### src/verilog/bus_pkg.sv
//////////////////////////////////////////////////////////////////////
// Address map assumes 4 KiB device windows and a 32-bit data bus.
// GPIO widths must not exceed the bus data width.
//////////////////////////////////////////////////////////////////////
package bus_pkg;

  //////////////////////////////////////////////////////////////////////
  // Bus widths.
  //////////////////////////////////////////////////////////////////////

  localparam int unsigned BusAddrWidth  = 32;
  localparam int unsigned BusDataWidth  = 32;
  localparam int unsigned BusByteEnable = 4;

  // Byte offset inside one device window.
  localparam int unsigned DevAddrWidth = 12;
  localparam int unsigned DevWordWidth = DevAddrWidth - 2;
  localparam int unsigned SramWords    = 2 ** DevWordWidth;

  //////////////////////////////////////////////////////////////////////
  // Address map.
  //////////////////////////////////////////////////////////////////////

  localparam logic [BusAddrWidth-1:0] SramBase  = 32'h0010_0000;
  localparam logic [BusAddrWidth-1:0] GpioBase  = 32'h8000_0000;
  localparam logic [BusAddrWidth-1:0] PwmBase   = 32'h8000_1000;
  localparam logic [BusAddrWidth-1:0] TimerBase = 32'h8000_2000;

  localparam logic [BusAddrWidth-1:0] WindowMask =
      {{(BusAddrWidth - DevAddrWidth){1'b1}}, {DevAddrWidth{1'b0}}};

  //////////////////////////////////////////////////////////////////////
  // Device widths and register word indices.
  //////////////////////////////////////////////////////////////////////

  localparam int unsigned GpiWidth   = 13;
  localparam int unsigned GpoWidth   = 24;
  localparam int unsigned PwmWidth   = 12;
  localparam int unsigned PwmCtrSize = 8;

  localparam logic [DevWordWidth-1:0] GpioOutIdx    = 10'd0;
  localparam logic [DevWordWidth-1:0] GpioInIdx     = 10'd1;
  localparam logic [DevWordWidth-1:0] MtimeLoIdx    = 10'd0;
  localparam logic [DevWordWidth-1:0] MtimeHiIdx    = 10'd1;
  localparam logic [DevWordWidth-1:0] MtimecmpLoIdx = 10'd2;
  localparam logic [DevWordWidth-1:0] MtimecmpHiIdx = 10'd3;

  // Decoded target of a host access.
  typedef enum logic [2:0] {
    Sram,
    Gpio,
    Pwm,
    Timer,
    NoDev
  } dev_sel_e;

endpackage

### src/verilog/dev_bus_if.sv
//////////////////////////////////////////////////////////////////////
// Devices answer every request exactly one cycle later.
//////////////////////////////////////////////////////////////////////
interface dev_bus_if;
  import bus_pkg::*;

  // Request side, driven by the decoder.
  logic                     req;
  logic                     we;
  logic [DevAddrWidth-1:0]  addr;
  logic [BusByteEnable-1:0] be;
  logic [BusDataWidth-1:0]  wdata;

  // Response side, driven by the device.
  logic                     rvalid;
  logic [BusDataWidth-1:0]  rdata;
  logic                     err;

  // No device reports errors.
  assign err = 1'b0;

  modport host (
    output req, we, addr, be, wdata,
    input  rvalid, rdata, err
  );

  modport device (
    input  req, we, addr, be, wdata,
    output rvalid, rdata
  );

endinterface

### src/verilog/timer.sv
//////////////////////////////////////////////////////////////////////
// Registers are written whole-word; byte enables are ignored.
//////////////////////////////////////////////////////////////////////
module timer (
  input  logic       clk_sys_i,
  input  logic       rst_n_i,
  dev_bus_if.device  bus_i,
  output logic       timer_irq_o
);
  import bus_pkg::*;

  logic [63:0]             mtime_q;
  logic [63:0]             mtime_d;
  logic [63:0]             mtimecmp_q;
  logic [63:0]             mtimecmp_d;
  logic                    irq_q;
  logic                    wr;
  logic [DevWordWidth-1:0] word_idx;
  logic                    rvalid_q;
  logic [BusDataWidth-1:0] rdata_q;

  assign word_idx = bus_i.addr[DevAddrWidth-1:2];
  assign wr       = bus_i.req & bus_i.we;

  //////////////////////////////////////////////////////////////////////
  // Counter and compare registers.
  //////////////////////////////////////////////////////////////////////

  always_comb begin
    mtime_d    = mtime_q + 64'd1;
    mtimecmp_d = mtimecmp_q;
    if (wr) begin
      case (word_idx)
        MtimeLoIdx:    mtime_d[31:0]     = bus_i.wdata;
        MtimeHiIdx:    mtime_d[63:32]    = bus_i.wdata;
        MtimecmpLoIdx: mtimecmp_d[31:0]  = bus_i.wdata;
        MtimecmpHiIdx: mtimecmp_d[63:32] = bus_i.wdata;
        default: ;
      endcase
    end
  end

  always_ff @(posedge clk_sys_i or negedge rst_n_i) begin
    if (!rst_n_i) begin
      mtime_q    <= '0;
      mtimecmp_q <= '1;
      irq_q      <= 1'b0;
      rvalid_q   <= 1'b0;
    end else begin
      mtime_q    <= mtime_d;
      mtimecmp_q <= mtimecmp_d;
      // One cycle behind the compare.
      irq_q      <= (mtime_q >= mtimecmp_q);
      rvalid_q   <= bus_i.req;
    end
  end

  //////////////////////////////////////////////////////////////////////
  // Read data.
  //////////////////////////////////////////////////////////////////////

  // Samples the values of the request cycle.
  always_ff @(posedge clk_sys_i) begin
    if (bus_i.req) begin
      if (bus_i.we) begin
        rdata_q <= '0;
      end else begin
        case (word_idx)
          MtimeLoIdx:    rdata_q <= mtime_q[31:0];
          MtimeHiIdx:    rdata_q <= mtime_q[63:32];
          MtimecmpLoIdx: rdata_q <= mtimecmp_q[31:0];
          MtimecmpHiIdx: rdata_q <= mtimecmp_q[63:32];
          default:       rdata_q <= '0;
        endcase
      end
    end
  end

  assign bus_i.rvalid = rvalid_q;
  assign bus_i.rdata  = rdata_q;
  assign timer_irq_o  = irq_q;

endmodule
### src/flat_wrapper.sv
// flat-port wrapper written by rule: the top's interface ports become plain ports
module timer_flat import bus_pkg::*;
  (clk_sys_i, rst_n_i, timer_irq_o, bus_i_req, bus_i_we, bus_i_addr, bus_i_be, bus_i_wdata, bus_i_rvalid, bus_i_rdata);
  dev_bus_if bus_i_i ();
  input  logic clk_sys_i;
  input  logic rst_n_i;
  output logic timer_irq_o;
  input wire logic [$bits(bus_i_i.req)-1:0] bus_i_req;
  input wire logic [$bits(bus_i_i.we)-1:0] bus_i_we;
  input wire logic [$bits(bus_i_i.addr)-1:0] bus_i_addr;
  input wire logic [$bits(bus_i_i.be)-1:0] bus_i_be;
  input wire logic [$bits(bus_i_i.wdata)-1:0] bus_i_wdata;
  output wire logic [$bits(bus_i_i.rvalid)-1:0] bus_i_rvalid;
  output wire logic [$bits(bus_i_i.rdata)-1:0] bus_i_rdata;
  assign bus_i_i.req = bus_i_req;
  assign bus_i_i.we = bus_i_we;
  assign bus_i_i.addr = bus_i_addr;
  assign bus_i_i.be = bus_i_be;
  assign bus_i_i.wdata = bus_i_wdata;
  assign bus_i_rvalid = bus_i_i.rvalid;
  assign bus_i_rdata = bus_i_i.rdata;
  timer u_core (.clk_sys_i(clk_sys_i), .rst_n_i(rst_n_i), .bus_i(bus_i_i), .timer_irq_o(timer_irq_o));
endmodule
### config.mk
export PLATFORM = sky130hd
export DESIGN_NAME = timer_flat
export DESIGN_NICKNAME = d
export VERILOG_FILES = /design/src/verilog/bus_pkg.sv /design/src/verilog/dev_bus_if.sv /design/src/verilog/timer.sv /design/src/flat_wrapper.sv
export SDC_FILE = /design/constraint.sdc
export NUM_CORES = 1
export LEC_CHECK = 0
export BUFFER_PORTS_ARGS = -buffer_cell sky130_fd_sc_hd__buf_4
export CORE_ASPECT_RATIO = 1.1
export CORE_MARGIN = 2
export CORE_UTILIZATION = 50
export DETAILED_ROUTE_END_ITERATION = 16
export PLACE_DENSITY = 0.68
export REMOVE_ABC_BUFFERS = 1
export SYNTH_ARGS = -nofsm -noshare
export SYNTH_HDL_FRONTEND = slang
export SYNTH_SLANG_ARGS = --single-unit
### constraint.sdc
create_clock -name clk_sys_i -period 5.93 [get_ports clk_sys_i]
set_clock_uncertainty 0.15 [all_clocks]
set_input_delay 0.2965 -clock clk_sys_i [delete_from_list [all_inputs] [get_ports clk_sys_i]]
set_output_delay 0.2965 -clock clk_sys_i [all_outputs]
set_load 0.01 [all_outputs]
==> metrics <==
total core area 18,400 sq um; total global-route track usage 24.4%; Max H-tree Level 4; top cells by area, synth dfstp_2, dfrtp_1, edfxtp_1; fmax 293 MHz; crit share post-route 57.5%; global-route wire length before repair 37,700 microns; Synth async-reset ratio 80.2%; GP Congestion 0.831; Yosys top cell area share 18.0%; number of flops mapped to enable cells by yosys 32; WL final 23,700 microns; crit-path max FO 33; Iter 0 DRT Violations 507; RSZ-0062 raised after global routing no; Comb pwr share 9.6%; FILL cells 1,574; Clock transition at path regs 0.06 ns; Finished Layout Cells 1,292; vias per cell 5.74; critical path launch point type primary input; CP endpoint kind register; TNS Setup 0 ns; hpwl dp 15,100 microns; Starting Density 50.9%; Avg Cell Area, Syn 9.92 sq um; Synth-to-Final Area Change 17.6%; endpoints failing setup 0; Die Span Y 148 microns; total congestion overflow 0; drc violations 0; vias 7,417; Antenna Violating Nets Remaining 0; Die ar. 19,800 sq um; Cell Pwr Density 241 nW/um^2; Skew-Pair Late Insertion Delay 0.43 ns; final net count 1,153; synthesized area 9360 sq um; die width 134 microns; switching share of total power 24.5%; Critical Path AT 3.62 ns; Reg power frac 47.3%; CTS Buf Count 17; Hold Path Cell Cnt 1; Leakage 4.87 nW; Cells after DPL 1,227; DR WL/cell 18.3 microns; Sink Count 162; Core Rows 52; Post-synth top flop dfrtp_1; Slew Viols, Final 0; min Tclk post-route 3.41 ns; initial antenna violation count 0; status completed; vias in the first global route 7,240; Max Cap Viol 0; synthesized instance count 944; clk root buf clkbuf_16; sequential area share after synthesis 45.9%; CTS tree done; DR pass1 iterations 5; FF+latch count, synth 162; Clock Power Share 43.1%; PortBufs 79; worst hold-check path type primary input to register; yosys synthesis warning count 0; slew margin rel. 21.4%; Synth cell types 49; Final Hold Viols 0; critical path class primary input to register; internal power 2.00 mW; post-synth top area cell dfstp_2; R2R depth 7; largest net degree at the start of global routing 70; CTS max path bufs 2; layout cell share with drive strength beyond 1 19.8%; actual slew at the worst max-slew pin 1.18 ns; number of diodes 0; worst path required time 6.14 ns; Peak supply drop 0.214 mV; # IOs 86; NetSw 0.648 mW
==> worst max-delay path, cell delays in order <==
cell,delay [ns]
buf_4,0.10
or4_1,0.69
nor2_4,0.17
nand2_2,0.07
nor2_4,0.76
and3_2,1.08
mux2_2,0.43
==> layout make-up <==
cell class                      count  area, sq um  area share, %
Multi-Input combinational cell    663         4550           41.3
Sequential cell                   162         4290           39.0
Timing Repair Buffer              121          991           9.00
Clock buffer                       25          517           4.69
Tap cell                          243          304           2.76
Inverter                           71          267           2.42
Clock inverter                      7         95.1          0.863
==> path summary, 6_finish.rpt <==
check | from | endpoint | slack [ns]
max | bus_i_addr[11] | u_core.mtimecmp_q[0] | 2.52
min | bus_i_req | u_core.bus_i.rvalid | 0.12
max reg2reg | u_core.mtime_q[10] | u_core.mtime_q[61] | 2.94
min reg2reg | u_core.mtimecmp_q[35] | u_core.mtimecmp_q[35] | 0.35
max in group asynchronous | rst_n_i | u_core.mtime_q[9] | 3.87
min in group asynchronous | rst_n_i | u_core.mtime_q[21] | 0.36
==> synthesized netlist by cell type, types with 3 or more instances <==
cell type / instances
a21oi_1: 116
nor2_1: 78
inv_1: 71
dfrtp_1: 66
nand2_1: 66
ha_1: 65
a22oi_1: 64
dfstp_2: 64
xor2_1: 46
nand3_1: 35
edfxtp_1: 32
nand4_1: 27
o21ai_1: 21
buf_2: 20
mux2_1: 20
o21ai_0: 18
clkbuf_1: 17
xnor2_1: 16
and3_1: 14
a21o_1: 12
and4_1: 10
mux2_4: 10
nor3_1: 6
buf_4: 5
buf_6: 5
nor4_1: 5
mux2_2: 3
==> metal layers <==
layer | track usage [%] | wire (microns) | vias up
met5 | 0 | 0 | -
met2 | 40.8 | 11500 | 185
li1 | - | - | 3575
met1 | 33.1 | 10800 | 3636
met4 | 7.37 | 352 | 0
met3 | 3.46 | 1060 | 21
==> state kept, by name, summed over array words and instances (netlist names) <==
register / flops
u_core.bus_i.rdata: 32
u_core.mtime_q: 64
u_core.mtimecmp_q: 64
u_core.timer_irq_o: 1
u_core.bus_i.rvalid: 1
==> cells in the final DEF, fill, tap and decap left out, types with 3 or more instances in the layout <==
cell / instances
nor4_1: 3
nand2_1: 66
clkinvlp_4: 4
clkbuf_1: 3
o21ai_1: 21
mux2_4: 10
nor3_1: 6
mux2_2: 3
and4_1: 10
xor2_1: 46
dlygate4sd3_1: 33
a21o_1: 12
clkbuf_8: 4
ha_1: 65
and3_1: 12
a21oi_1: 116
edfxtp_1: 32
mux2_1: 20
o21ai_0: 18
nand4_1: 27
buf_4: 88
nand3_1: 35
nor2_1: 78
dfrtp_1: 66
a22oi_1: 64
xnor2_1: 16
clkbuf_16: 18
inv_1: 71
dfstp_2: 64
==> per-stage QoR <==
stage	hold slack [ns]	power, mW	worst slack (ns)	util, %	area, sq um
5_1_grt	0.143	2.75	2.43	59.8	11000
4_1_cts	0.127	2.67	2.57	59.8	11000
3_3_place_gp	0.291	1.50	2.14	54.7	10100
3_5_place_dp	0.288	1.51	2.10	54.7	10100
2_1_floorplan	-0.149	1.38	2.34	-	9090
6_report	0.119	2.65	2.52	59.8	11000
==> power by group through the flow <==
stage | registers (mW) | logic [mW] | clock network [mW]
after CTS | 1.25 | 0.257 | 1.16
final | 1.25 | 0.255 | 1.14
after global routing | 1.26 | 0.287 | 1.20
after detailed placement | 1.27 | 0.234 | 0
after global placement | 1.27 | 0.231 | 0
after floorplan | 1.26 | 0.122 | 0
==> logic make-up after synthesis <==
kind of cell,after synthesis,share of synthesized area [%]
AO/OA/AOI/OAI,242,15.4
buffers and inverters,119,5.76
AND/OR/NAND/NOR,261,14.1
multiplexers,33,4.37
XOR/XNOR,62,5.80
adder cells (fa/ha/maj),65,8.69
flip-flops,162,45.9
==> what timing repair did <==
| action | CTS | global route |
|---|---|---|
| hold buffers | 33 | 0 |
| buffers inserted | 0 | 0 |
| gates resized for setup | 0 | 0 |
| hold endpoints to repair | 123 | 0 |
Power figures use the tool's default switching activity.
