--- config.mk ---
export PLATFORM = sky130hd
export DESIGN_NAME = pwm_flat
export DESIGN_NICKNAME = d
export VERILOG_FILES = /design/src/verilog/bus_pkg.sv /design/src/verilog/dev_bus_if.sv /design/src/verilog/pwm.sv /design/src/flat_wrapper.sv
export SDC_FILE = /design/constraint.sdc
export NUM_CORES = 1
export LEC_CHECK = 0
export ABC_AREA = 1
export ABC_CLOCK_PERIOD_IN_PS = 1650
export BUFFER_PORTS_ARGS = -buffer_cell sky130_fd_sc_hd__buf_2
export CORE_MARGIN = 5
export CORE_UTILIZATION = 50
export DETAILED_ROUTE_END_ITERATION = 10
export PLACE_DENSITY_LB_ADDON = 0.15
export SKIP_CTS_REPAIR_TIMING = 1
export SYNTH_ARGS = -nofsm -noshare
export SYNTH_HDL_FRONTEND = slang
export SYNTH_SLANG_ARGS = --single-unit
--- constraint.sdc ---
create_clock -name clk_sys_i -period 1.65 [get_ports clk_sys_i]
set_input_delay 0.0825 -clock clk_sys_i [delete_from_list [all_inputs] [get_ports clk_sys_i]]
set_output_delay 0.0825 -clock clk_sys_i [all_outputs]
set_load 0.01 [all_outputs]
--- src/verilog/bus_pkg.sv ---
//////////////////////////////////////////////////////////////////////
// Address map assumes 4 KiB device windows and a 32-bit data bus.
// GPIO widths must not exceed the bus data width.
//////////////////////////////////////////////////////////////////////
package bus_pkg;

  //////////////////////////////////////////////////////////////////////
  // Bus widths.
  //////////////////////////////////////////////////////////////////////

  localparam int unsigned BusAddrWidth  = 32;
  localparam int unsigned BusDataWidth  = 32;
  localparam int unsigned BusByteEnable = 4;

  // Byte offset inside one device window.
  localparam int unsigned DevAddrWidth = 12;
  localparam int unsigned DevWordWidth = DevAddrWidth - 2;
  localparam int unsigned SramWords    = 2 ** DevWordWidth;

  //////////////////////////////////////////////////////////////////////
  // Address map.
  //////////////////////////////////////////////////////////////////////

  localparam logic [BusAddrWidth-1:0] SramBase  = 32'h0010_0000;
  localparam logic [BusAddrWidth-1:0] GpioBase  = 32'h8000_0000;
  localparam logic [BusAddrWidth-1:0] PwmBase   = 32'h8000_1000;
  localparam logic [BusAddrWidth-1:0] TimerBase = 32'h8000_2000;

  localparam logic [BusAddrWidth-1:0] WindowMask =
      {{(BusAddrWidth - DevAddrWidth){1'b1}}, {DevAddrWidth{1'b0}}};

  //////////////////////////////////////////////////////////////////////
  // Device widths and register word indices.
  //////////////////////////////////////////////////////////////////////

  localparam int unsigned GpiWidth   = 13;
  localparam int unsigned GpoWidth   = 24;
  localparam int unsigned PwmWidth   = 12;
  localparam int unsigned PwmCtrSize = 8;

  localparam logic [DevWordWidth-1:0] GpioOutIdx    = 10'd0;
  localparam logic [DevWordWidth-1:0] GpioInIdx     = 10'd1;
  localparam logic [DevWordWidth-1:0] MtimeLoIdx    = 10'd0;
  localparam logic [DevWordWidth-1:0] MtimeHiIdx    = 10'd1;
  localparam logic [DevWordWidth-1:0] MtimecmpLoIdx = 10'd2;
  localparam logic [DevWordWidth-1:0] MtimecmpHiIdx = 10'd3;

  // Decoded target of a host access.
  typedef enum logic [2:0] {
    Sram,
    Gpio,
    Pwm,
    Timer,
    NoDev
  } dev_sel_e;

endpackage

--- src/verilog/dev_bus_if.sv ---
//////////////////////////////////////////////////////////////////////
// Devices answer every request exactly one cycle later.
//////////////////////////////////////////////////////////////////////
interface dev_bus_if;
  import bus_pkg::*;

  // Request side, driven by the decoder.
  logic                     req;
  logic                     we;
  logic [DevAddrWidth-1:0]  addr;
  logic [BusByteEnable-1:0] be;
  logic [BusDataWidth-1:0]  wdata;

  // Response side, driven by the device.
  logic                     rvalid;
  logic [BusDataWidth-1:0]  rdata;
  logic                     err;

  // No device reports errors.
  assign err = 1'b0;

  modport host (
    output req, we, addr, be, wdata,
    input  rvalid, rdata, err
  );

  modport device (
    input  req, we, addr, be, wdata,
    output rvalid, rdata
  );

endinterface

--- src/verilog/pwm.sv ---
//////////////////////////////////////////////////////////////////////
// All channels share one counter. Duty writes are whole-word.
//////////////////////////////////////////////////////////////////////
module pwm #(
  parameter int unsigned PwmWidth   = bus_pkg::PwmWidth,
  parameter int unsigned PwmCtrSize = bus_pkg::PwmCtrSize
) (
  input  logic                clk_sys_i,
  input  logic                rst_n_i,
  dev_bus_if.device           bus_i,
  output logic [PwmWidth-1:0] pwm_o
);
  import bus_pkg::*;

  logic [PwmCtrSize-1:0]   duty_q [PwmWidth];
  logic [PwmCtrSize-1:0]   ctr_q;
  logic [DevWordWidth-1:0] word_idx;
  logic [BusDataWidth-1:0] rdata_d;
  logic                    rvalid_q;
  logic [BusDataWidth-1:0] rdata_q;

  assign word_idx = bus_i.addr[DevAddrWidth-1:2];

  always_ff @(posedge clk_sys_i or negedge rst_n_i) begin
    if (!rst_n_i) begin
      ctr_q    <= '0;
      rvalid_q <= 1'b0;
      for (int i = 0; i < PwmWidth; i++) begin
        duty_q[i] <= '0;
      end
    end else begin
      // Wraps every 2^PwmCtrSize cycles.
      ctr_q    <= ctr_q + 1'b1;
      rvalid_q <= bus_i.req;
      for (int i = 0; i < PwmWidth; i++) begin
        if (bus_i.req && bus_i.we && word_idx == DevWordWidth'(i)) begin
          duty_q[i] <= bus_i.wdata[PwmCtrSize-1:0];
        end
      end
    end
  end

  always_comb begin
    rdata_d = '0;
    for (int i = 0; i < PwmWidth; i++) begin
      if (!bus_i.we && word_idx == DevWordWidth'(i)) begin
        rdata_d[PwmCtrSize-1:0] = duty_q[i];
      end
    end
  end

  always_ff @(posedge clk_sys_i) begin
    if (bus_i.req) begin
      rdata_q <= rdata_d;
    end
  end

  // High while the counter is below the duty.
  for (genvar i = 0; i < PwmWidth; i++) begin : gen_chan
    assign pwm_o[i] = (ctr_q < duty_q[i]);
  end

  assign bus_i.rvalid = rvalid_q;
  assign bus_i.rdata  = rdata_q;

endmodule

--- src/flat_wrapper.sv ---
// flat-port wrapper written by rule: the top's interface ports become plain ports
module pwm_flat import bus_pkg::*;
#(
  parameter int unsigned PwmWidth   = bus_pkg::PwmWidth,
  parameter int unsigned PwmCtrSize = bus_pkg::PwmCtrSize
)
  (clk_sys_i, rst_n_i, pwm_o, bus_i_req, bus_i_we, bus_i_addr, bus_i_be, bus_i_wdata, bus_i_rvalid, bus_i_rdata);
  dev_bus_if bus_i_i ();
  input  logic clk_sys_i;
  input  logic rst_n_i;
  output logic [PwmWidth-1:0] pwm_o;
  input wire logic [$bits(bus_i_i.req)-1:0] bus_i_req;
  input wire logic [$bits(bus_i_i.we)-1:0] bus_i_we;
  input wire logic [$bits(bus_i_i.addr)-1:0] bus_i_addr;
  input wire logic [$bits(bus_i_i.be)-1:0] bus_i_be;
  input wire logic [$bits(bus_i_i.wdata)-1:0] bus_i_wdata;
  output wire logic [$bits(bus_i_i.rvalid)-1:0] bus_i_rvalid;
  output wire logic [$bits(bus_i_i.rdata)-1:0] bus_i_rdata;
  assign bus_i_i.req = bus_i_req;
  assign bus_i_i.we = bus_i_we;
  assign bus_i_i.addr = bus_i_addr;
  assign bus_i_i.be = bus_i_be;
  assign bus_i_i.wdata = bus_i_wdata;
  assign bus_i_rvalid = bus_i_i.rvalid;
  assign bus_i_rdata = bus_i_i.rdata;
  pwm #(.PwmWidth(PwmWidth), .PwmCtrSize(PwmCtrSize)) u_core (.clk_sys_i(clk_sys_i), .rst_n_i(rst_n_i), .bus_i(bus_i_i), .pwm_o(pwm_o));
endmodule
==> impl_metrics.env <==
export IMPL_status="finished with violations"
export IMPL_violations="setup timing"
export IMPL_gp_congestion=0.9620
export IMPL_drive_above_1_share=0.2339
export IMPL_post_drt_wl_per_cell_um=17.30
export IMPL_track_usage=0.2621
export IMPL_antenna_found_initial=0
export IMPL_grt_pass1_vias=6153
export IMPL_grt_max_degree=41
export IMPL_syn_avg_cell_area_um2=7.950
export IMPL_intPower_w=0.005420
export IMPL_p_switching_w=0.001555
export IMPL_critical_path_class="reg -> out"
export IMPL_maxCapViolations=0
export IMPL_crit_path_max_fanout=5
export IMPL_fin_ws_ns=-0.8595
export IMPL_hold_violations=0
export IMPL_fin_nets=1194
export IMPL_setup_viol=15
export IMPL_synth_top_flop_cell="dfrtp_1"
export IMPL_worstPathRequired_ns=1.57
export IMPL_async_reset_ff_frac=0.9292
export IMPL_tightest_slew_ns=0.6569
export IMPL_final_common_cell="nand2_1"
export IMPL_pwr_share_clk=0.536
export IMPL_syn2layout_area_growth_pct=27.91
export IMPL_period_minus_slack_ns=2.509
export IMPL_rsz0062_at_grt="true"
export IMPL_clockRootBuffer="clkbuf_16"
export IMPL_grt_pass1_wl_mm=33.31
export IMPL_maxSlewHeadroom=0.5616
export IMPL_io_buffer_count=42
export IMPL_finClkSkew_ns=0.01307
export IMPL_dp_hpwl_mm=15.32
export IMPL_vias_per_cell=5.304
export IMPL_drc=0
export IMPL_io_pins=97
export IMPL_ys_types=35
export IMPL_ys_seq_area_frac=0.3951
export IMPL_gr_total_overflow=0
export IMPL_placement_setup_worst_slack_ns=-0.5471
export IMPL_start_util=0.5051
export IMPL_p_leak_nw=4.311
export IMPL_slew_violations=0
export IMPL_postRouteAntennaNets=0
export IMPL_clock_path_buffers=2
export IMPL_cp_arrival_ns=2.43
export IMPL_cts_tree="done"
export IMPL_yosysTopAreaCell="dfrtp_1"
export IMPL_cts_buffers=17
export IMPL_power_w=0.006975
export IMPL_post_route_period_util=1.521
export IMPL_dp_cells=1214
export IMPL_fmaxAchievable_ghz=0.3985
export IMPL_yosysWarnings=0
export IMPL_rows=44
export IMPL_diodes=0
export IMPL_power_frac_seq=0.408
export IMPL_core_area_mm2=0.01437
export IMPL_synth_cells=913
export IMPL_drt_pass1_iterations=9
export IMPL_yosysTopAreaCellShare=0.3620
export IMPL_worst_setup_path_start_kind="flop"
export IMPL_dieArea_mm2=0.01703
export IMPL_irDropWorstVdd_uv=725.8
export IMPL_vias=6646
export IMPL_final_cell_mix="nand2_1 (205), inv_1 (134), o21ai_0 (104), dfrtp_1 (104), buf_4 (102)"
export IMPL_cts_max_level=4
export IMPL_totalWireLength_mm=21.68
export IMPL_final_cells=1253
export IMPL_synthTopCellsByArea="dfrtp_1 (36%), ha_1 (15%), nand2_1 (11%)"
export IMPL_switching_share=0.2229
export IMPL_clk_pin_slew_ns=0.05
export IMPL_powerDensity_mw_per_mm2=751.3
export IMPL_synth_edf_count=8
export IMPL_synth_seq_cells=113
export IMPL_die_h_um=130.5
export IMPL_cts_sinks=113
export IMPL_syn_area_mm2=0.007258
export IMPL_insertion_delay_ns=0.43
export IMPL_min_path_type="in -> reg"
export IMPL_die_width_um=130.5
export IMPL_combPwrFrac=0.056
export IMPL_drtIter0Drc=621
export IMPL_crit_path_end_kind="output pin"
## sequential cells by signal, summed over array words and instances (netlist names)
signal,flops
u_core.duty_q,96
u_core.ctr_q,8
u_core.bus_i.rvalid,1
u_core.bus_i.rdata,8
## cell usage after synthesis, types with 3 or more instances
master	n
nand2_1	208
inv_1	139
o21ai_0	118
dfrtp_1	105
ha_1	85
a21oi_1	36
nand3_1	34
buf_4	24
nor2_1	23
clkbuf_1	22
nand4_1	16
a21boi_0	15
o21ai_1	14
o211ai_1	12
edfxtp_1	8
nor3_1	7
buf_2	6
inv_2	5
nor2_2	4
nor4_1	4
a211oi_1	3
a221oi_1	3
nor2_4	3
xnor2_1	3
xor2_1	3
## worst max-delay path, stage by stage (launching register included)
cell and delay, ns:
dfrtp_4 0.52, buf_12 0.16, ha_4 0.20, a21boi_2 0.15, o211ai_1 0.21, nand2_1 0.12
a21oi_2 0.14, nor2_1 0.05, o21ai_1 0.12, nand2_1 0.08, a21oi_2 0.12, buf_2 0.13
## cell type report
class,instances,area (um^2)
Fill cell,1260,5085
Multi-Input combinational cell,624,3891
Sequential cell,113,2872
Timing Repair Buffer,155,1152
Inverter,146,548.0
Clock buffer,25,485.5
Tap cell,184,230.2
Clock inverter,6,105.1
## per-stage QoR
step                instance area (um^2)  setup TNS, ns  utilization  hold WS, ns
CTS                                 8975         -9.699       0.6246      -0.4069
global route                        9284         -12.33       0.6461     0.003646
finish                              9284         -9.743       0.6461      0.01385
detailed placement                  8384         -6.548       0.5835      0.04578
global placement                    8384         -6.455       0.5835      0.04177
floorplan                           7402        -0.4237            -      -0.2131
## metal layers
layer / global-route usage / vias up / share of wire
met1: 0.3819 / 3150 / 0.47
met4: 0.07320 / 0 / 0.017
met5: 0 / - / 0
met3: 0.06016 / 24 / 0.064
met2: 0.3930 / 221 / 0.45
li1: - / 3251 / -
## final timing paths
| path | endpoint | depth (start not counted) | slack [ns] | start |
|---|---|---|---|---|
| setup / recovery | pwm_o[0] | 11 | -0.86 | u_core.ctr_q[1] |
| hold / removal | u_core.bus_i.rvalid | 2 | 0.01 | bus_i_req |
| setup reg to reg | u_core.bus_i.rdata[1] | 17 | -0.15 | u_core.duty_q[81] |
| hold reg to reg | u_core.duty_q[22] | 2 | 0.48 | u_core.duty_q[22] |
| max in group asynchronous | u_core.duty_q[15] | 3 | 0.93 | rst_n_i |
| min in group asynchronous | u_core.duty_q[68] | 2 | 0.14 | rst_n_i |
## power by group through the flow
stage               logic (W)  registers [W]  clock network (W)
floorplan            0.000200        0.00289                  0
global placement     0.000379        0.00289                  0
detailed placement   0.000383        0.00289                  0
CTS                  0.000385        0.00284            0.00379
global route         0.000437        0.00284            0.00392
finish               0.000392        0.00284            0.00374
## cells by family (layout without fill, tap and decap cells)
kind of cell,Yosys count,after routing,synth area share
xor+xnor,6,6,0.007241
fa+ha+maj,85,85,0.1465
buf+inv,199,332,0.1164
flops,113,113,0.3951
other cells,1,24,0.0005167
compound gates,206,206,0.1562
simple gates,303,303,0.1781
(Power assumes the default switching activity.)
