[src/verilog/bus_pkg.sv]
//////////////////////////////////////////////////////////////////////
// Address map assumes 4 KiB device windows and a 32-bit data bus.
// GPIO widths must not exceed the bus data width.
//////////////////////////////////////////////////////////////////////
package bus_pkg;

  //////////////////////////////////////////////////////////////////////
  // Bus widths.
  //////////////////////////////////////////////////////////////////////

  localparam int unsigned BusAddrWidth  = 32;
  localparam int unsigned BusDataWidth  = 32;
  localparam int unsigned BusByteEnable = 4;

  // Byte offset inside one device window.
  localparam int unsigned DevAddrWidth = 12;
  localparam int unsigned DevWordWidth = DevAddrWidth - 2;
  localparam int unsigned SramWords    = 2 ** DevWordWidth;

  //////////////////////////////////////////////////////////////////////
  // Address map.
  //////////////////////////////////////////////////////////////////////

  localparam logic [BusAddrWidth-1:0] SramBase  = 32'h0010_0000;
  localparam logic [BusAddrWidth-1:0] GpioBase  = 32'h8000_0000;
  localparam logic [BusAddrWidth-1:0] PwmBase   = 32'h8000_1000;
  localparam logic [BusAddrWidth-1:0] TimerBase = 32'h8000_2000;

  localparam logic [BusAddrWidth-1:0] WindowMask =
      {{(BusAddrWidth - DevAddrWidth){1'b1}}, {DevAddrWidth{1'b0}}};

  //////////////////////////////////////////////////////////////////////
  // Device widths and register word indices.
  //////////////////////////////////////////////////////////////////////

  localparam int unsigned GpiWidth   = 13;
  localparam int unsigned GpoWidth   = 24;
  localparam int unsigned PwmWidth   = 12;
  localparam int unsigned PwmCtrSize = 8;

  localparam logic [DevWordWidth-1:0] GpioOutIdx    = 10'd0;
  localparam logic [DevWordWidth-1:0] GpioInIdx     = 10'd1;
  localparam logic [DevWordWidth-1:0] MtimeLoIdx    = 10'd0;
  localparam logic [DevWordWidth-1:0] MtimeHiIdx    = 10'd1;
  localparam logic [DevWordWidth-1:0] MtimecmpLoIdx = 10'd2;
  localparam logic [DevWordWidth-1:0] MtimecmpHiIdx = 10'd3;

  // Decoded target of a host access.
  typedef enum logic [2:0] {
    Sram,
    Gpio,
    Pwm,
    Timer,
    NoDev
  } dev_sel_e;

endpackage

[src/verilog/dev_bus_if.sv]
//////////////////////////////////////////////////////////////////////
// Devices answer every request exactly one cycle later.
//////////////////////////////////////////////////////////////////////
interface dev_bus_if;
  import bus_pkg::*;

  // Request side, driven by the decoder.
  logic                     req;
  logic                     we;
  logic [DevAddrWidth-1:0]  addr;
  logic [BusByteEnable-1:0] be;
  logic [BusDataWidth-1:0]  wdata;

  // Response side, driven by the device.
  logic                     rvalid;
  logic [BusDataWidth-1:0]  rdata;
  logic                     err;

  // No device reports errors.
  assign err = 1'b0;

  modport host (
    output req, we, addr, be, wdata,
    input  rvalid, rdata, err
  );

  modport device (
    input  req, we, addr, be, wdata,
    output rvalid, rdata
  );

endinterface

[src/verilog/gpio.sv]
//////////////////////////////////////////////////////////////////////
// Inputs pass a two-flop synchroniser, so reads lag the pins.
//////////////////////////////////////////////////////////////////////
module gpio #(
  parameter int unsigned GpiWidth = bus_pkg::GpiWidth,
  parameter int unsigned GpoWidth = bus_pkg::GpoWidth
) (
  input  logic                clk_sys_i,
  input  logic                rst_n_i,
  dev_bus_if.device           bus_i,
  input  logic [GpiWidth-1:0] gp_i,
  output logic [GpoWidth-1:0] gp_o
);
  import bus_pkg::*;

  logic [GpoWidth-1:0]     gpo_q;
  logic [GpiWidth-1:0]     gpi_meta_q;
  logic [GpiWidth-1:0]     gpi_q;
  logic [DevWordWidth-1:0] word_idx;
  logic [BusDataWidth-1:0] gpo_word;
  logic [BusDataWidth-1:0] gpo_next;
  logic [BusDataWidth-1:0] gpi_word;
  logic                    rvalid_q;
  logic [BusDataWidth-1:0] rdata_q;

  assign word_idx = bus_i.addr[DevAddrWidth-1:2];

  always_comb begin
    gpo_word = '0;
    gpi_word = '0;
    gpo_word[GpoWidth-1:0] = gpo_q;
    gpi_word[GpiWidth-1:0] = gpi_q;
    gpo_next = gpo_word;
    for (int b = 0; b < BusByteEnable; b++) begin
      if (bus_i.be[b]) begin
        gpo_next[8*b +: 8] = bus_i.wdata[8*b +: 8];
      end
    end
  end

  always_ff @(posedge clk_sys_i or negedge rst_n_i) begin
    if (!rst_n_i) begin
      gpo_q      <= '0;
      gpi_meta_q <= '0;
      gpi_q      <= '0;
      rvalid_q   <= 1'b0;
    end else begin
      gpi_meta_q <= gp_i;
      gpi_q      <= gpi_meta_q;
      rvalid_q   <= bus_i.req;
      if (bus_i.req && bus_i.we && word_idx == GpioOutIdx) begin
        gpo_q <= gpo_next[GpoWidth-1:0];
      end
    end
  end

  // Read data, zero for writes and unused offsets.
  always_ff @(posedge clk_sys_i) begin
    if (bus_i.req) begin
      if (bus_i.we) begin
        rdata_q <= '0;
      end else if (word_idx == GpioOutIdx) begin
        rdata_q <= gpo_word;
      end else if (word_idx == GpioInIdx) begin
        rdata_q <= gpi_word;
      end else begin
        rdata_q <= '0;
      end
    end
  end

  assign bus_i.rvalid = rvalid_q;
  assign bus_i.rdata  = rdata_q;
  assign gp_o         = gpo_q;

endmodule

[src/flat_wrapper.sv]
// flat-port wrapper written by rule: the top's interface ports become plain ports
module gpio_flat import bus_pkg::*;
#(
  parameter int unsigned GpiWidth = bus_pkg::GpiWidth,
  parameter int unsigned GpoWidth = bus_pkg::GpoWidth
)
  (clk_sys_i, rst_n_i, gp_i, gp_o, bus_i_req, bus_i_we, bus_i_addr, bus_i_be, bus_i_wdata, bus_i_rvalid, bus_i_rdata);
  dev_bus_if bus_i_i ();
  input  logic clk_sys_i;
  input  logic rst_n_i;
  input  logic [GpiWidth-1:0] gp_i;
  output logic [GpoWidth-1:0] gp_o;
  input wire logic [$bits(bus_i_i.req)-1:0] bus_i_req;
  input wire logic [$bits(bus_i_i.we)-1:0] bus_i_we;
  input wire logic [$bits(bus_i_i.addr)-1:0] bus_i_addr;
  input wire logic [$bits(bus_i_i.be)-1:0] bus_i_be;
  input wire logic [$bits(bus_i_i.wdata)-1:0] bus_i_wdata;
  output wire logic [$bits(bus_i_i.rvalid)-1:0] bus_i_rvalid;
  output wire logic [$bits(bus_i_i.rdata)-1:0] bus_i_rdata;
  assign bus_i_i.req = bus_i_req;
  assign bus_i_i.we = bus_i_we;
  assign bus_i_i.addr = bus_i_addr;
  assign bus_i_i.be = bus_i_be;
  assign bus_i_i.wdata = bus_i_wdata;
  assign bus_i_rvalid = bus_i_i.rvalid;
  assign bus_i_rdata = bus_i_i.rdata;
  gpio #(.GpiWidth(GpiWidth), .GpoWidth(GpoWidth)) u_core (.clk_sys_i(clk_sys_i), .rst_n_i(rst_n_i), .bus_i(bus_i_i), .gp_i(gp_i), .gp_o(gp_o));
endmodule
[config.mk]
export PLATFORM = sky130hd
export DESIGN_NAME = gpio_flat
export DESIGN_NICKNAME = d
export VERILOG_FILES = /design/src/verilog/bus_pkg.sv /design/src/verilog/dev_bus_if.sv /design/src/verilog/gpio.sv /design/src/flat_wrapper.sv
export SDC_FILE = /design/constraint.sdc
export NUM_CORES = 1
export LEC_CHECK = 0
export ABC_AREA = 1
export BUFFER_PORTS_ARGS = -buffer_cell sky130_fd_sc_hd__clkbuf_2
export CAP_MARGIN = 20
export CORE_MARGIN = 2
export CORE_UTILIZATION = 35
export CTS_CLUSTER_DIAMETER = 120
export DETAILED_ROUTE_END_ITERATION = 6
export GPL_TIMING_DRIVEN = 1
export PLACE_DENSITY = 0.6
export SLEW_MARGIN = 15
export SYNTH_ARGS = -nofsm -noshare
export SYNTH_HDL_FRONTEND = slang
export SYNTH_SLANG_ARGS = --single-unit
[constraint.sdc]
create_clock -name clk_sys_i -period 1.1 [get_ports clk_sys_i]
set_clock_uncertainty 0.1 [all_clocks]
set_input_delay 0.055 -clock clk_sys_i [delete_from_list [all_inputs] [get_ports clk_sys_i]]
set_output_delay 0.055 -clock clk_sys_i [all_outputs]
set_load 0.01 [all_outputs]
==> impl_results.md, run 1 <==
* Status: complete, no violations
* Critical path fanouts, max at 1
* Setup TNS at 0 ns
* Synth Area per Inst at 11.52 sq um
* Antenna violations before repair at 0
* Worst setup path startpoint: u_core.bus_i.rdata[12]
* Overflow after GRT at 0
* Final Critical Period at 1.057 ns
* IO Count at 122
* Initial DRC count at 56
* CP top delay family: flip-flops
* Slew Viols, Final at 0
* Initial core utilization at 36.44%
* Most frequent cells in the layout: 102 x clkbuf_2, 75 x nand2_1, 51 x dfrtp_1, 39 x dlygate4sd3_1, 27 x nand4_1
* Die X at 94.16 microns
* Critical path launch point type: flip-flop
* Final hold violation count at 0
* Synth top area share at 44.85%
* Netlist Area Pre-Place at 2845 sq um
* CTS max path bufs at 2
* Final Cell Area at 4199 sq um
* CORE AREA at 7807 sq um
* Area leader, netlist: dfrtp_1
* GR Util All Layers at 17.06%
* Max Freq at 946.2 MHz
* Clock Latency Late Sink at 0.34 ns
* Via-to-Cell Ratio at 4.475
* Max-Cap Viols at 0
* Final ANT Viol Nets at 0
* Synth unique cells at 19
* Cells after Synth at 247
* Number of global-route vias before repair at 2277
* Arrival time at the worst endpoint at 0.90 ns
* R2R Setup Slk at 0.22 ns
* Clk slew on worst S/H paths at 0.08 ns
* CP Capture Type: output port
* WP data required at 0.94 ns
* Remaining DRCs at 0
* Router iterations before antenna repair at 5
* Non-Filler Instances at 514
* Num rows at 32
* H-Tree Depth at 3
* Num CTS Buffers at 9
* CP Buf/Inv Count at 1
* CTS sink cnt at 75
* Worst-path cell chain: clkbuf_2
* Most common cell after layout, fill and taps aside: clkbuf_2
* Hold Crit Class: input port to asynchronous set/reset pin
* Util after Layout at 53.78%
* Setup WS post-layout at 0.04318 ns
* Post-CTS resize count at 0
* Largest net degree at the start of global routing at 25
* Top cells by area, synth: dfrtp_1 45%, edfxtp_1 25%, nand2_1 10%
* P&R area growth vs syn at 47.58%
* Worst path slowest cell: edfxtp_1
* Clock root buffer: clkbuf_8
* Power after layout at 5.528 mW
* Final wirelength at 7101 microns
* Period Utilization, post-route at 96.07%
* Die area at 8866 sq um
* RSZ-0062 raised after global routing: no
* DP Area at 3616 sq um
* R2R Path Start: u_core.gp_o[5]
* Worst Reg-to-Reg Cells at 2
* FF+latch count, synth at 75
* Place WS at -0.1093 ns
* Vias post-DR at 2300
* Critical path depth at 1
* Placed insts at 459
* Power Density at 1317 nW/um^2
* Worst path max stage delay at 0.41 ns
* Diodes inserted at 0
* WL per Instance at 13.82 microns
* GPL Wtd Cong at 0.7372
* LEAKAGE at 2.078 nW
* First-pass GRT wire length at 11210 microns
* Reg2reg end: u_core.bus_i.rdata[5]
* Worst hold slack at 0.03827 ns
* Worst vdd ir at 0.6241 mV
* Nets at 472
* Die height at 94.16 microns
* Post-detail-place hpwl at 4838 microns
* YS warnings at 0
* Layout cells sized above 1 at 39.08%
* Critical path class: flip-flop to output port
* Final setup vio count at 0
* TritonCTS clock tree: yes
* Sequential share of the synthesized area at 70.18%
* # port buffers at 102
## per-layer routing
| metal | routed length, microns | vias up | part of all wire (%) | track usage (%) |
|---|---|---|---|---|
| li1 | - | 1121 | - | - |
| met1 | 3152 | 1067 | 44 | 21.68 |
| met2 | 3346 | 96 | 47 | 27.62 |
| met3 | 422 | 16 | 5.9 | 3.451 |
| met4 | 180 | 0 | 2.5 | 8.696 |
| met5 | 0 | - | 0 | 0 |
## state kept, by name, summed over array words and instances (netlist names)
signal,cells
u_core.gp_o,24
u_core.gpi_meta_q,13
u_core.gpi_q,13
u_core.bus_i.rdata,24
u_core.bus_i.rvalid,1
## how the worst max path moves through the flow
stage                             end  slack (ns)
4_1_cts                       gp_o[4]        0.02
6_report              bus_i_rdata[12]        0.04
3_3_place_gp   u_core.bus_i.rdata[10]       -0.08
2_1_floorplan  u_core.bus_i.rdata[13]       -0.02
5_1_grt                       gp_o[3]       0.003
3_5_place_dp          u_core.gp_o[17]       -0.11
## what timing repair did
action / CTS / global route
hold buffers: 39 / 0
endpoints found under the hold margin: 89 / 0
setup buffers: 0 / 0
## cell families after synthesis
group	count (synthesis)	share of synthesized area, %
buffers and inverters	33	6.112
flip-flops	75	70.18
other	1	0.1318
AND/OR/NAND/NOR	138	23.57
## area by class of cell
class / instances / area [sq um]
clock buffer: 10 / 127.6
clock inverter: 6 / 65.06
fill: 701 / 3608
inverter: 14 / 52.55
multi-input combinational: 146 / 728.2
sequential: 75 / 1997
tap: 102 / 127.6
timing repair buffer: 161 / 1101
## cell usage after synthesis
cell type  instances
nand2_1           76
dfrtp_1           51
nand4_1           27
edfxtp_1          24
nand3_1           13
buf_4             11
inv_1             11
nor2_2            10
clkbuf_1           6
nor2_1             5
nor2_4             3
inv_2              2
nand2_2            2
buf_2              1
buf_6              1
clkinv_1           1
conb_1             1
nor3_4             1
nor3b_1            1
## where the power goes
group	leakage, nW	switching, mW	internal (mW)
Sequential	0.895	0.0263	2.96
Clock	0.0971	1.03	1.06
Combinational	1.09	0.228	0.230
Power figures use the tool's default switching activity.
==> inputs of run 2 (changes only) <==
--- a/config.mk
+++ b/config.mk
@@ -9,12 +9,11 @@
 export BUFFER_PORTS_ARGS = -buffer_cell sky130_fd_sc_hd__clkbuf_2
 export CAP_MARGIN = 20
 export CORE_MARGIN = 2
-export CORE_UTILIZATION = 35
+export CORE_UTILIZATION = 47
 export CTS_CLUSTER_DIAMETER = 120
 export DETAILED_ROUTE_END_ITERATION = 6
 export GPL_TIMING_DRIVEN = 1
-export PLACE_DENSITY = 0.6
-export SLEW_MARGIN = 15
+export PLACE_DENSITY = 0.77
 export SYNTH_ARGS = -nofsm -noshare
 export SYNTH_HDL_FRONTEND = slang
 export SYNTH_SLANG_ARGS = --single-unit
==> impl_results.md, run 2 (synthesis results as in run 1) <==
* TritonCTS clock tree: yes
* Post-CTS resize count at 0 (unchanged)
* Die X at 81.81 microns (-13%)
* Final ANT Viol Nets at 0 (unchanged)
* IO Count at 122 (unchanged)
* WP data required at 1.23 ns (+0.29 ns)
* Diodes inserted at 0 (unchanged)
* Clock Latency Late Sink at 0.34 ns (about the same)
* GR Util met3 at 5.385% (+1.9 points)
* Die height at 81.81 microns (-13%)
* Non-Filler Instances at 490 (-4.7%)
* Nets at 475 (+0.64%)
* Vias post-DR at 2424 (+5.4%)
* P&R area growth vs syn at 47.89%
* Clock share of power at 39.6% (+1.9 points)
* Final Critical Period at 1.075 ns (+0.01806 ns)
* Most Crowded Layer GR: met2
* Router iterations before antenna repair at 4 (-1)
* CORE AREA at 5886 sq um (-25%)
* WL per Instance at 14.52 microns (+5.1%)
* Slew Viols, Final at 0 (unchanged)
* First-pass GRT wire length at 10900 microns (-2.7%)
* Worst vdd ir at 0.9525 mV (+53%)
* Num CTS Buffers at 9 (unchanged)
* Critical path launch point type: input port
* Final setup vio count at 0 (unchanged)
* Place WS at -0.1151 ns (-0.005800 ns)
* H-Tree Depth at 3 (unchanged)
* Critical path class: input port to flip-flop
* Global routing usage on met2 at 39.35% (+12 points)
* Hold Crit Class: input port to flip-flop
* Seq pwr share at 52.4% (-1.6 points)
* Overflow after GRT at 0 (unchanged)
* CTS sink cnt at 75 (unchanged)
* Layout cells sized above 1 at 39.28% (+0.20 points)
* Grt met1 use at 26.13% (+4.5 points)
* Power Density at 1354 nW/um^2 (+2.9%)
* # port buffers at 102 (unchanged)
* Clock root buffer: clkbuf_8
* Layout filler cell count at 433 (-38%)
* Most frequent cells in the layout: 102 x clkbuf_2, 75 x nand2_1, 51 x dfrtp_1, 41 x dlygate4sd3_1, 27 x nand4_1
* Critical path fanouts, max at 9 (+8)
* GPL Wtd Cong at 0.7381 (+0.12%)
* Via-to-Cell Ratio at 4.947 (+11%)
* Setup WS post-layout at 0.02512 ns (-0.01806 ns)
* LEAKAGE at 2.106 nW (+1.4%)
* Util after Layout at 71.49% (+18 points)
* WHS Endpoint: u_core.gp_o[19]
* GR Util All Layers at 22.54% (+5.5 points)
* Comb pwr share at 8.0% (-0.3 points)
* Setup TNS at 0 ns (unchanged)
* Hold wc startpoint: bus_i_be[2]
* Initial DRC count at 154 (+180%)
* Post-detail-place hpwl at 4519 microns (-6.6%)
* Num rows at 28 (-13%)
* Die area at 6692 sq um (-25%)
* R2R Setup Slk at 0.12 ns (-0.10 ns)
* CTS max path bufs at 2 (unchanged)
* Placed insts at 431 (-6.1%)
* Final wirelength at 7115 microns (+0.20%)
* R2R Path Start: u_core.gp_o[1]
* CP Capture Type: flip-flop
* Max-Cap Viols at 0 (unchanged)
* Status: complete, no violations
* Switch Pwr at 1.258 mW (-1.8%)
* Arrival time at the worst endpoint at 1.20 ns (+0.30 ns)
* Worst Reg-to-Reg Cells at 3 (+1)
* Initial core utilization at 48.34% (+12 points)
* Largest net degree at the start of global routing at 52 (+110%)
* Internal at 4.441 mW (+4.6%)
* Final hold violation count at 0 (unchanged)
* Power after layout at 5.698 mW (+3.1%)
* Period Utilization, post-route at 97.72% (+1.6 points)
* Switching Fraction at 22.07% (-1.1 points)
* Most common cell after layout, fill and taps aside: clkbuf_2
* Clk slew on worst S/H paths at 0.08 ns (about the same)
* WHS Path Cells at 4
* Antenna violations before repair at 0 (unchanged)
* Reg2reg end: u_core.bus_i.rdata[1]
* Remaining DRCs at 0 (unchanged)
* Max Freq at 930.3 MHz (-1.7%)
* Number of global-route vias before repair at 2317 (+1.8%)
[run 2: changes by cell type in the layout (fill, tap and decap cells not counted)]
cell and delta:
inv_6 -1, dlygate4sd3_1 +2, clkbuf_1 -1, clkinvlp_4 -1
buf_4 +2, clkbuf_16 +1, buf_12 -1, clkinv_4 +1
clkbuf_8 +1
[run 2: stage by stage]
step           hold WS (ns)  instance area [sq um]
6_report            0.07359                   4208
3_3_place_gp       -0.03300                   3562
4_1_cts             0.04012                   4193
3_5_place_dp       -0.02573                   3562
2_1_floorplan       -0.3406                   2898
5_1_grt             0.07585                   4208
[run 2: worst max-delay path: stages]
cell and delay, ns:
dlygate4sd3_1 0.53, clkbuf_2 0.20, nand4_1 0.12, buf_4 0.18
nand2_1 0.06, nand2_1 0.06
[run 2: what timing repair did]
item | CTS | global route
endpoints found under the setup margin | 0 | 2
hold buffers | 41 | 0
hold endpoints to repair | 89 | 0
setup buffers | 0 | 2
[run 2: metal layers]
layer  vias up  wire length, microns
met2       104                  3737
met4         0                   109
met3        13                   546
met1      1182                  2721
li1       1125                     -
met5         -                     0
[run 2: power by group through the flow]
stage          combinational (mW)  sequential [mW]  clock [mW]
5_1_grt                     0.495             3.00        2.42
4_1_cts                     0.450             2.99        2.29
2_1_floorplan              0.0872             3.06           0
3_5_place_dp                0.334             3.05           0
3_3_place_gp                0.324             3.04           0
6_report                    0.454             2.99        2.26
[run 2: cell type report]
class	instances	area, sq um	area share (%)
Clock buffer	11	162.7	3.866
Clock inverter	5	57.56	1.368
Inverter	14	52.55	1.249
Multi-Input combinational cell	146	728.2	17.31
Sequential cell	75	1997	47.46
Tap cell	75	93.84	2.230
Timing Repair Buffer	164	1116	26.52
[run 2: worst max path at each step]
stage | start | endpoint | slack (ns)
3_5_place_dp | bus_i_addr[11] | u_core.bus_i.rdata[10] | -0.12
3_3_place_gp | bus_i_addr[7] | u_core.gp_o[6] | -0.08
5_1_grt | bus_i_be[0] | u_core.gp_o[1] | -0.01
6_report | bus_i_be[0] | u_core.gp_o[1] | 0.03
4_1_cts | u_core.gp_o[6] | gp_o[6] | 0.03
2_1_floorplan | bus_i_addr[11] | u_core.bus_i.rdata[13] | -0.02
